### config.mk
export PLATFORM = sky130hd
export DESIGN_NAME = lpif_link_top
export DESIGN_NICKNAME = d
export VERILOG_FILES = /design/src/common/lpif_link_pkg.sv /design/src/hdl/link_auto_sync.sv /design/src/hdl/lpif_link_top.sv /design/src/hdl/lpif_word_pack.sv /design/src/phy_concat/lane_rx_concat.sv /design/src/phy_concat/lane_tx_concat.sv
export SDC_FILE = /design/constraint.sdc
export NUM_CORES = 1
export LEC_CHECK = 0
export BUFFER_PORTS_ARGS = -buffer_cell sky130_fd_sc_hd__buf_4
export CELL_PAD_IN_SITES_DETAIL_PLACEMENT = 1
export CELL_PAD_IN_SITES_GLOBAL_PLACEMENT = 1
export CORE_AREA = 2 2 172 174
export CTS_BUF_LIST = sky130_fd_sc_hd__clkbuf_8
export CTS_CLUSTER_SIZE = 14
export DETAILED_ROUTE_END_ITERATION = 8
export DIE_AREA = 0 0 174 176
export GPL_TIMING_DRIVEN = 0
export PLACE_DENSITY_LB_ADDON = 0.1
export RECOVER_POWER = 100
export SLEW_MARGIN = 5
export SYNTH_ARGS = -nofsm -noshare
export SYNTH_HDL_FRONTEND = slang
export SYNTH_SLANG_ARGS = --single-unit
export TNS_END_PERCENT = 50
### constraint.sdc
create_clock -name clk_wr -period 5.97 [get_ports clk_wr]
set_clock_uncertainty 0.05 [all_clocks]
set_input_delay 1.194 -clock clk_wr [delete_from_list [all_inputs] [get_ports clk_wr]]
set_output_delay 1.194 -clock clk_wr [all_outputs]
set_load 0.02 [all_outputs]
### src/common/lpif_link_pkg.sv
// LPIF link package with lane geometry, link word layout and sync state type
package lpif_link_pkg;

  ////////////////////////////////////////////////////////////////////////////
  // PHY lane geometry

  // Raw lane width
  localparam int LANE_W      = 40;
  // Lanes per link word
  localparam int LANE_COUNT  = 3;
  // Strobe at the bottom, marker at the top
  localparam int STB_BIT     = 0;
  localparam int MRK_BIT     = 39;
  // Payload sits in lane bits 1 to 38
  localparam int LANE_DATA_W = 38;

  ////////////////////////////////////////////////////////////////////////////
  // Link word layout

  localparam int WORD_W   = 89;
  localparam int STATE_W  = 4;
  localparam int PROTID_W = 2;
  localparam int DATA_W   = 64;
  localparam int CRC_W    = 16;

  // Field positions, bit 0 upward
  localparam int VALID_POS     = 0;
  localparam int CRC_VALID_POS = 1;
  localparam int CRC_LSB       = 2;
  localparam int DVALID_POS    = 18;
  localparam int DATA_LSB      = 19;
  localparam int PROTID_LSB    = 83;
  localparam int STATE_LSB     = 85;

  ////////////////////////////////////////////////////////////////////////////
  // Transmit sequencer states

  typedef enum logic [1:0] {
    sync_idle   = 2'd0,
    // Strobe only, payload zero
    sync_align  = 2'd1,
    // Strobe and marker with data
    sync_online = 2'd2
  } sync_state_t;

endpackage

### src/hdl/link_auto_sync.sv
// Link auto sync that delays tx and rx online levels and drives strobe and marker userbits
`timescale 1ns/100ps

module link_auto_sync (
  input  logic       clk_wr,
  input  logic       rst_n,
  input  logic       tx_online,
  input  logic       rx_online,
  input  logic [7:0] delay_x_value,
  input  logic [7:0] delay_xz_value,
  input  logic [7:0] delay_yz_value,
  output logic       tx_online_delay,
  output logic       tx_stb_userbit,
  output logic       tx_mrk_userbit,
  output logic       rx_online_delay
);

  lpif_link_pkg::sync_state_t tx_state;
  logic [7:0] tx_cnt;
  logic [8:0] rx_cnt;
  logic       rx_online_q;
  logic       rx_ready;
  logic       rx_rise;

  ////////////////////////////////////////////////////////////////////////////
  // Transmit sequencer

  // Counter holds remaining align cycles minus one
  always_ff @(posedge clk_wr or negedge rst_n) begin
    if (!rst_n) begin
      tx_state <= lpif_link_pkg::sync_idle;
      tx_cnt   <= '0;
    end else if (!tx_online) begin
      // Drop straight back from any state
      tx_state <= lpif_link_pkg::sync_idle;
      tx_cnt   <= '0;
    end else begin
      case (tx_state)
        lpif_link_pkg::sync_idle: begin
          // Zero delay skips alignment entirely
          if (delay_xz_value == 8'd0) begin
            tx_state <= lpif_link_pkg::sync_online;
          end else begin
            tx_state <= lpif_link_pkg::sync_align;
            tx_cnt   <= delay_xz_value - 8'd1;
          end
        end
        lpif_link_pkg::sync_align: begin
          if (tx_cnt == 8'd0) begin
            tx_state <= lpif_link_pkg::sync_online;
          end else begin
            tx_cnt <= tx_cnt - 8'd1;
          end
        end
        lpif_link_pkg::sync_online: begin
          tx_state <= lpif_link_pkg::sync_online;
        end
        default: begin
          tx_state <= lpif_link_pkg::sync_idle;
        end
      endcase
    end
  end

  // Userbits straight from state
  assign tx_stb_userbit  = (tx_state != lpif_link_pkg::sync_idle);
  assign tx_mrk_userbit  = (tx_state == lpif_link_pkg::sync_online);
  assign tx_online_delay = (tx_state == lpif_link_pkg::sync_online);

  ////////////////////////////////////////////////////////////////////////////
  // Receive online delay

  assign rx_rise = rx_online & ~rx_online_q;

  always_ff @(posedge clk_wr or negedge rst_n) begin
    if (!rst_n) begin
      rx_online_q <= 1'b0;
      rx_cnt      <= '0;
      rx_ready    <= 1'b0;
    end else begin
      rx_online_q <= rx_online;
      if (!rx_online) begin
        rx_ready <= 1'b0;
      end else if (rx_rise) begin
        // Combined word alignment and skew delay
        rx_cnt   <= {1'b0, delay_x_value} + {1'b0, delay_yz_value};
        rx_ready <= 1'b0;
      end else if (!rx_ready) begin
        if (rx_cnt == 9'd0) begin
          rx_ready <= 1'b1;
        end else begin
          rx_cnt <= rx_cnt - 9'd1;
        end
      end
    end
  end

  // Falls in the same cycle as rx_online
  assign rx_online_delay = rx_online & rx_ready;

  // Marker only with strobe and a spent alignment count
  a_mrk_needs_stb: assert property (
    @(posedge clk_wr) disable iff (!rst_n)
    tx_mrk_userbit |-> tx_stb_userbit && (tx_cnt == 8'd0)
  );

endmodule

### src/hdl/lpif_link_top.sv
// LPIF link slave top wiring sync control, word pack and three lane PHY concat
`timescale 1ns/100ps

module lpif_link_top (
  input  logic                               clk_wr,
  input  logic                               rst_n,
  // Control
  input  logic                               tx_online,
  input  logic                               rx_online,
  input  logic [7:0]                         delay_x_value,
  input  logic [7:0]                         delay_xz_value,
  input  logic [7:0]                         delay_yz_value,
  // PHY lanes
  output logic [lpif_link_pkg::LANE_W-1:0]   tx_phy0,
  output logic [lpif_link_pkg::LANE_W-1:0]   tx_phy1,
  output logic [lpif_link_pkg::LANE_W-1:0]   tx_phy2,
  input  logic [lpif_link_pkg::LANE_W-1:0]   rx_phy0,
  input  logic [lpif_link_pkg::LANE_W-1:0]   rx_phy1,
  input  logic [lpif_link_pkg::LANE_W-1:0]   rx_phy2,
  // Upstream channel
  input  logic [lpif_link_pkg::STATE_W-1:0]  ustrm_state,
  input  logic [lpif_link_pkg::PROTID_W-1:0] ustrm_protid,
  input  logic [lpif_link_pkg::DATA_W-1:0]   ustrm_data,
  input  logic                               ustrm_dvalid,
  input  logic [lpif_link_pkg::CRC_W-1:0]    ustrm_crc,
  input  logic                               ustrm_crc_valid,
  input  logic                               ustrm_valid,
  // Downstream channel
  output logic [lpif_link_pkg::STATE_W-1:0]  dstrm_state,
  output logic [lpif_link_pkg::PROTID_W-1:0] dstrm_protid,
  output logic [lpif_link_pkg::DATA_W-1:0]   dstrm_data,
  output logic                               dstrm_dvalid,
  output logic [lpif_link_pkg::CRC_W-1:0]    dstrm_crc,
  output logic                               dstrm_crc_valid,
  output logic                               dstrm_valid
);

  logic [lpif_link_pkg::WORD_W-1:0] tx_word;
  logic [lpif_link_pkg::WORD_W-1:0] rx_word;
  logic                             rx_push;
  logic                             tx_stb_userbit;
  logic                             tx_mrk_userbit;
  logic                             rx_online_delay;

  ////////////////////////////////////////////////////////////////////////////
  // Online sequencing

  link_auto_sync u_sync (
    .clk_wr          (clk_wr),
    .rst_n           (rst_n),
    .tx_online       (tx_online),
    .rx_online       (rx_online),
    .delay_x_value   (delay_x_value),
    .delay_xz_value  (delay_xz_value),
    .delay_yz_value  (delay_yz_value),
    .tx_online_delay (),
    .tx_stb_userbit  (tx_stb_userbit),
    .tx_mrk_userbit  (tx_mrk_userbit),
    .rx_online_delay (rx_online_delay)
  );

  ////////////////////////////////////////////////////////////////////////////
  // Field mapping

  lpif_word_pack u_pack (
    .ustrm_state     (ustrm_state),
    .ustrm_protid    (ustrm_protid),
    .ustrm_data      (ustrm_data),
    .ustrm_dvalid    (ustrm_dvalid),
    .ustrm_crc       (ustrm_crc),
    .ustrm_crc_valid (ustrm_crc_valid),
    .ustrm_valid     (ustrm_valid),
    .rx_word         (rx_word),
    .rx_push         (rx_push),
    .tx_word         (tx_word),
    .dstrm_state     (dstrm_state),
    .dstrm_protid    (dstrm_protid),
    .dstrm_data      (dstrm_data),
    .dstrm_dvalid    (dstrm_dvalid),
    .dstrm_crc       (dstrm_crc),
    .dstrm_crc_valid (dstrm_crc_valid),
    .dstrm_valid     (dstrm_valid)
  );

  ////////////////////////////////////////////////////////////////////////////
  // PHY lanes

  lane_tx_concat u_tx_lanes (
    .clk_wr         (clk_wr),
    .rst_n          (rst_n),
    .tx_word        (tx_word),
    .tx_stb_userbit (tx_stb_userbit),
    .tx_mrk_userbit (tx_mrk_userbit),
    .tx_phy0        (tx_phy0),
    .tx_phy1        (tx_phy1),
    .tx_phy2        (tx_phy2)
  );

  lane_rx_concat u_rx_lanes (
    .clk_wr          (clk_wr),
    .rst_n           (rst_n),
    .rx_phy0         (rx_phy0),
    .rx_phy1         (rx_phy1),
    .rx_phy2         (rx_phy2),
    .rx_online_delay (rx_online_delay),
    .rx_word         (rx_word),
    .rx_push         (rx_push)
  );

endmodule

### src/hdl/lpif_word_pack.sv
// LPIF word pack, maps upstream fields into the link word and received word to downstream
`timescale 1ns/100ps

module lpif_word_pack (
  input  logic [lpif_link_pkg::STATE_W-1:0]  ustrm_state,
  input  logic [lpif_link_pkg::PROTID_W-1:0] ustrm_protid,
  input  logic [lpif_link_pkg::DATA_W-1:0]   ustrm_data,
  input  logic                               ustrm_dvalid,
  input  logic [lpif_link_pkg::CRC_W-1:0]    ustrm_crc,
  input  logic                               ustrm_crc_valid,
  input  logic                               ustrm_valid,
  input  logic [lpif_link_pkg::WORD_W-1:0]   rx_word,
  input  logic                               rx_push,
  output logic [lpif_link_pkg::WORD_W-1:0]   tx_word,
  output logic [lpif_link_pkg::STATE_W-1:0]  dstrm_state,
  output logic [lpif_link_pkg::PROTID_W-1:0] dstrm_protid,
  output logic [lpif_link_pkg::DATA_W-1:0]   dstrm_data,
  output logic                               dstrm_dvalid,
  output logic [lpif_link_pkg::CRC_W-1:0]    dstrm_crc,
  output logic                               dstrm_crc_valid,
  output logic                               dstrm_valid
);

  ////////////////////////////////////////////////////////////////////////////
  // Upstream to link word

  // Flags low, state on top
  assign tx_word[lpif_link_pkg::VALID_POS]     = ustrm_valid;
  assign tx_word[lpif_link_pkg::CRC_VALID_POS] = ustrm_crc_valid;
  assign tx_word[lpif_link_pkg::CRC_LSB +: lpif_link_pkg::CRC_W] = ustrm_crc;
  assign tx_word[lpif_link_pkg::DVALID_POS]    = ustrm_dvalid;
  assign tx_word[lpif_link_pkg::DATA_LSB +: lpif_link_pkg::DATA_W] = ustrm_data;
  assign tx_word[lpif_link_pkg::PROTID_LSB +: lpif_link_pkg::PROTID_W] = ustrm_protid;
  assign tx_word[lpif_link_pkg::STATE_LSB +: lpif_link_pkg::STATE_W] = ustrm_state;

  ////////////////////////////////////////////////////////////////////////////
  // Received word to downstream

  // Values show the held word
  assign dstrm_crc    = rx_word[lpif_link_pkg::CRC_LSB +: lpif_link_pkg::CRC_W];
  assign dstrm_data   = rx_word[lpif_link_pkg::DATA_LSB +: lpif_link_pkg::DATA_W];
  assign dstrm_protid = rx_word[lpif_link_pkg::PROTID_LSB +: lpif_link_pkg::PROTID_W];
  assign dstrm_state  = rx_word[lpif_link_pkg::STATE_LSB +: lpif_link_pkg::STATE_W];

  // Flags only in a push cycle
  assign dstrm_valid     = rx_word[lpif_link_pkg::VALID_POS] & rx_push;
  assign dstrm_crc_valid = rx_word[lpif_link_pkg::CRC_VALID_POS] & rx_push;
  assign dstrm_dvalid    = rx_word[lpif_link_pkg::DVALID_POS] & rx_push;

endmodule

### src/phy_concat/lane_rx_concat.sv
// Receive lane concat, qualifies lanes by strobe and marker and rebuilds the link word
`timescale 1ns/100ps

module lane_rx_concat (
  input  logic                              clk_wr,
  input  logic                              rst_n,
  input  logic [lpif_link_pkg::LANE_W-1:0]  rx_phy0,
  input  logic [lpif_link_pkg::LANE_W-1:0]  rx_phy1,
  input  logic [lpif_link_pkg::LANE_W-1:0]  rx_phy2,
  input  logic                              rx_online_delay,
  output logic [lpif_link_pkg::WORD_W-1:0]  rx_word,
  output logic                              rx_push
);

  localparam int PAY_W = lpif_link_pkg::LANE_COUNT * lpif_link_pkg::LANE_DATA_W;

  logic [PAY_W-1:0]                     pay;
  logic [lpif_link_pkg::LANE_COUNT-1:0] stb;
  logic [lpif_link_pkg::LANE_COUNT-1:0] mrk;
  logic                                 push;

  ////////////////////////////////////////////////////////////////////////////
  // Lane qualify

  assign stb = {rx_phy2[lpif_link_pkg::STB_BIT],
                rx_phy1[lpif_link_pkg::STB_BIT],
                rx_phy0[lpif_link_pkg::STB_BIT]};
  assign mrk = {rx_phy2[lpif_link_pkg::MRK_BIT],
                rx_phy1[lpif_link_pkg::MRK_BIT],
                rx_phy0[lpif_link_pkg::MRK_BIT]};

  // Data word on every lane, receive side online
  assign push = rx_online_delay & (&stb) & (&mrk);

  // Lane 0 holds the low bits
  assign pay = {rx_phy2[1 +: lpif_link_pkg::LANE_DATA_W],
                rx_phy1[1 +: lpif_link_pkg::LANE_DATA_W],
                rx_phy0[1 +: lpif_link_pkg::LANE_DATA_W]};

  ////////////////////////////////////////////////////////////////////////////
  // Word register

  // Holds last pushed word
  always_ff @(posedge clk_wr) begin
    if (push) begin
      rx_word <= pay[lpif_link_pkg::WORD_W-1:0];
    end
  end

  always_ff @(posedge clk_wr or negedge rst_n) begin
    if (!rst_n) begin
      rx_push <= 1'b0;
    end else begin
      rx_push <= push;
    end
  end

  // Lanes in lockstep once receive is online
  a_stb_agree: assert property (
    @(posedge clk_wr) disable iff (!rst_n)
    rx_online_delay |-> ((stb == '0) || (&stb))
  );

endmodule

### src/phy_concat/lane_tx_concat.sv
// Transmit lane concat, splits the link word over three registered PHY lanes
`timescale 1ns/100ps

module lane_tx_concat (
  input  logic                              clk_wr,
  input  logic                              rst_n,
  input  logic [lpif_link_pkg::WORD_W-1:0]  tx_word,
  input  logic                              tx_stb_userbit,
  input  logic                              tx_mrk_userbit,
  output logic [lpif_link_pkg::LANE_W-1:0]  tx_phy0,
  output logic [lpif_link_pkg::LANE_W-1:0]  tx_phy1,
  output logic [lpif_link_pkg::LANE_W-1:0]  tx_phy2
);

  // Payload room over all lanes
  localparam int PAY_W = lpif_link_pkg::LANE_COUNT * lpif_link_pkg::LANE_DATA_W;

  logic [PAY_W-1:0]                 pay;
  logic [lpif_link_pkg::LANE_W-1:0] lane_d [lpif_link_pkg::LANE_COUNT];
  logic [lpif_link_pkg::LANE_W-1:0] lane_q [lpif_link_pkg::LANE_COUNT];

  // Upper bits of the last lane stay zero
  assign pay = {{(PAY_W - lpif_link_pkg::WORD_W){1'b0}}, tx_word};

  ////////////////////////////////////////////////////////////////////////////
  // Lane build

  always_comb begin
    for (int i = 0; i < lpif_link_pkg::LANE_COUNT; i++) begin
      lane_d[i] = '0;
      if (tx_stb_userbit) begin
        lane_d[i][lpif_link_pkg::STB_BIT] = 1'b1;
        lane_d[i][lpif_link_pkg::MRK_BIT] = tx_mrk_userbit;
        // Alignment words carry no payload
        if (tx_mrk_userbit) begin
          lane_d[i][1 +: lpif_link_pkg::LANE_DATA_W] =
            pay[i*lpif_link_pkg::LANE_DATA_W +: lpif_link_pkg::LANE_DATA_W];
        end
      end
    end
  end

  // One cycle launch register
  always_ff @(posedge clk_wr or negedge rst_n) begin
    if (!rst_n) begin
      for (int i = 0; i < lpif_link_pkg::LANE_COUNT; i++) begin
        lane_q[i] <= '0;
      end
    end else begin
      for (int i = 0; i < lpif_link_pkg::LANE_COUNT; i++) begin
        lane_q[i] <= lane_d[i];
      end
    end
  end

  assign tx_phy0 = lane_q[0];
  assign tx_phy1 = lane_q[1];
  assign tx_phy2 = lane_q[2];

  // Strobe low leaves quiet lanes next cycle
  a_quiet_lanes: assert property (
    @(posedge clk_wr) disable iff (!rst_n)
    !tx_stb_userbit |=> (tx_phy0 == '0) && (tx_phy1 == '0) && (tx_phy2 == '0)
  );

endmodule

==> metrics.md <==
| Metric | Value |
|---|---|
| Status | complete, but fails checks |
| Failing checks | max-capacitance violations, max-slew violations |
| Post-synth EDFFs | 89 |
| CP arrival | 4.43 ns |
| Synth-to-layout area growth | 44.3% |
| Clock Latency Late Sink | 0.53 ns |
| Via count | 6,138 |
| Multi-input gate area | 1840 um2 |
| Cell Pwr Density | 310 nW/um2 |
| RSZ-0062 raised after global routing | no |
| Clock sink count | 202 |
| Switching pwr | 0.00109 W |
| Pin count of the biggest net entering global routing | 85 |
| Placed cell count | 1,423 |
| DR WL/cell | 17.2 um |
| Fin nets | 1,333 |
| Internal power | 0.00261 W |
| CTS tree | yes |
| Depth of the CTS H-tree | 2 |
| Die height | 176 um |
| Initial antenna violation count | 0 |
| R2R Path Start | u_sync.rx_ready$_DFF_PN0_ |
| Cell variety after synth | 55 |
| First-pass GRT wire length | 39.0 mm |
| Longest Clk Path Bufs | 3 |
| Setup Viol. Count Final | 0 |
| IO Count | 446 |
| # fillers | 3,280 |
| Core Rows | 62 |
| Worst Hold Depth | 1 |
| P_leak | 5.42 nW |
| Grt ovf | 0 |
| Worst Reg-to-Reg Cells | 5 |
| Antenna diode count | 0 |
| Core area | 28,500 um2 |
| Hold Crit Class | reg -> reg |
| Number of max-cap violations | 2 |
| Worst setup EP type | flip-flop |
| Vias in the first global route | 6,654 |
| # resized after CTS | 0 |
| Detailed Route Iter0 Violations | 161 |
| Final WS setup | 1.71 ns |
| Hold-fix buffers, CTS | 0 |
| Crit path launch type | primary input |
| Reg2reg end | u_rx_lanes.rx_word[69]$_DFFE_PP_ |
| FF/Latch Area | 5500 um2 |
| Switch share | 0.295 |
| GRT Util Overall | 0.166 |
| Fin util | 0.418 |
| Number of synthesized register bits | 202 |
| Root buffer cell | clkbuf_8 |
| Tcrit/Tclk final | 0.713 |
| Overall Power | 0.00370 W |
| Sequential fraction of the synthesis area | 0.665 |
| Final Hold Viols | 0 |
| Synthesized area per cell | 13.4 um2 |
| Reg power frac | 0.440 |
| DIE AREA | 30,600 um2 |
| Layout cell share with drive strength beyond 1 | 0.350 |
| DR vias/cell | 4.11 |
| Final critical-path required period | 4.26 ns |
| Worst slew pin tran | 1.93 ns |
| Cell count after synthesis | 616 |
| Pre-antenna DRT Iters | 4 |
| Reg-to-reg slack, setup | 2.22 ns |
| Final cell count without fillers | 1,494 |
| Final HPWL DP | 20.4 mm |
| Slew Viols, Final | 50 |
| Detail Route Antenna Nets | 0 |
| Max Fclk | 235 MHz |
| Comb power frac | 0.200 |
| Setup crit end | u_rx_lanes.rx_word[69]$_DFFE_PP_ |
| DRC | 0 |
| Die width | 174 um |
| Port Buf Inserts | 395 |
| Worst slew margin | -0.284 |
| Final WL | 25.7 mm |
| Final GP Congestion | 0.770 |
| Yosys warns | 0 |
| Kind of critical path | in -> reg |
| Crit. Startpoint | rx_online |
| Synthesized area | 8280 um2 |
| Max FO, Critical Path | 30 |
| Pre-CTS setup slack | 2.89 ns |
| Worst Path Required | 6.15 ns |
| Post-CTS Setup Bufs | 0 |
| Main flop type after synthesis | dfrtp_1 |
| Clk slew on worst S/H paths | 0.06 ns |
| Starting density of the core | 0.290 |
| Cts bufs inserted | 39 |
| Max VDD drop | 0.152 mV |
| Asr flop ratio synth | 0.559 |
| Clock Power Share | 0.359 |
## cell families (layout without fill, tap and decap cells)
family / after synthesis / in the layout / synth area share
AOI/OAI and AO/OA: 63 / 63 / 0.0541
xor gates and xnor gates: 4 / 4 / 0.00423
adders and majority gates: 16 / 16 / 0.0251
buffers and inverters: 147 / 617 / 0.119
DFF: 202 / 202 / 0.665
muxes: 5 / 5 / 0.00605
other: 1 / 25 / 0.000453
and+or+nand+nor: 178 / 178 / 0.126
## per-stage QoR
step	TNS, ns	instance area [um2]	hold WS, ns
6_report	0	11900	0.478
5_1_grt	0	11900	0.536
4_1_cts	0	12700	0.481
3_5_place_dp	0	11900	0.473
3_3_place_gp	-146.26	11800	0.460
2_1_floorplan	0	8370	0.421
## final cells by class
cell class	instances	area share
Buffer	133	0.0779
Multi-Input combinational cell	291	0.154
Clock buffer	46	0.0530
Sequential cell	202	0.461
Tap cell	384	0.0402
Inverter	14	0.00440
Clock inverter	25	0.0110
Timing Repair Buffer	399	0.199
## cells in the mapped netlist (3+ instances only)
library cell / count / area [um2]
a211oi_1: 3 / 22.5
inv_1: 14 / 52.6
dfrtp_1: 113 / 2830
ha_1: 15 / 188
o21a_1: 5 / 37.5
a21oi_1: 15 / 75.1
nand4_1: 5 / 31.3
edfxtp_1: 89 / 2670
buf_4: 115 / 863
nand2_1: 19 / 71.3
clkbuf_1: 13 / 48.8
nor2b_1: 7 / 43.8
and2_1: 93 / 582
nor3_1: 10 / 50.1
buf_2: 3 / 15.0
xor2_1: 4 / 35.0
nor4_1: 3 / 18.8
nand3_1: 6 / 30.0
nand2b_1: 4 / 25.0
mux2i_1: 5 / 50.1
o211ai_1: 4 / 30.0
a21boi_0: 3 / 22.5
o21ai_0: 12 / 60.1
nor3b_1: 4 / 30.0
nor2_1: 16 / 60.1
or3_1: 3 / 18.8
## per-layer routing
layer  wire length [um]  track usage  vias to the layer above
met3               3390       0.0887                       39
met5                  0            0                        -
met2              12300        0.281                      318
li1                   -            -                     2899
met4                427       0.0455                        0
met1               9580        0.182                     2882
## flip-flops by register name (all words and copies together) (netlist names)
register            cells
u_tx_lanes.tx_phy1     38
u_tx_lanes.tx_phy0     39
u_rx_lanes.rx_push      1
u_tx_lanes.tx_phy2     14
u_sync.rx_online_q      1
u_sync.tx_cnt           8
u_sync.tx_state         2
u_sync.rx_ready         1
u_rx_lanes.rx_word     89
u_sync.rx_cnt           9
## cells in the final DEF (no fill, tap or decap), types with 2 or more instances in the layout
master,n
a211oi_1,3
a21boi_0,3
a21oi_1,15
a22o_1,2
a41o_1,2
and2_0,62
and2_1,31
buf_16,2
buf_4,233
clkbuf_1,198
clkbuf_4,98
clkbuf_8,46
clkinv_1,5
clkinv_2,2
conb_1,25
dfrtp_1,113
edfxtp_1,89
ha_1,15
inv_1,29
mux2i_1,5
nand2_1,19
nand2b_1,4
nand3_1,6
nand4_1,5
nor2_1,16
nor2b_1,7
nor3_1,10
nor3b_1,4
nor4_1,3
o211ai_1,4
o21a_1,5
o21ai_0,12
o311ai_0,2
or3_1,3
or4b_1,2
xor2_1,4
## worst min-delay path by stage
stage	slack [ns]	end	start
final	0.48	u_sync.rx_cnt[0]$_DFFE_PN0P_	u_sync.rx_cnt[0]$_DFFE_PN0P_
after global placement	0.46	u_sync.rx_cnt[0]$_DFFE_PN0P_	u_sync.rx_cnt[0]$_DFFE_PN0P_
after floorplan	0.42	u_sync.rx_cnt[0]$_DFFE_PN0P_	u_sync.rx_cnt[0]$_DFFE_PN0P_
after global routing	0.54	u_sync.rx_cnt[0]$_DFFE_PN0P_	u_sync.rx_cnt[0]$_DFFE_PN0P_
after CTS	0.48	u_sync.tx_cnt[5]$_DFFE_PN0P_	rst_n
after detailed placement	0.47	u_sync.rx_cnt[0]$_DFFE_PN0P_	u_sync.rx_cnt[0]$_DFFE_PN0P_
## critical path, cell delays in order
cell	delay (ns)
clkbuf_1	0.23
nand4_1	0.13
nor2_1	1.29
buf_12	0.30
clkbuf_1	1.01
buf_16	0.25
## power by group through the flow
stage                     Combinational [W]  Clock (W)  Sequential (W)
after floorplan                    0.000408          0         0.00170
after global placement             0.000796          0         0.00165
after detailed placement           0.000816          0         0.00166
after CTS                          0.000818    0.00139         0.00163
after global routing               0.000838    0.00146         0.00164
final                              0.000741    0.00133         0.00163
Power figures use the tool's default switching activity.
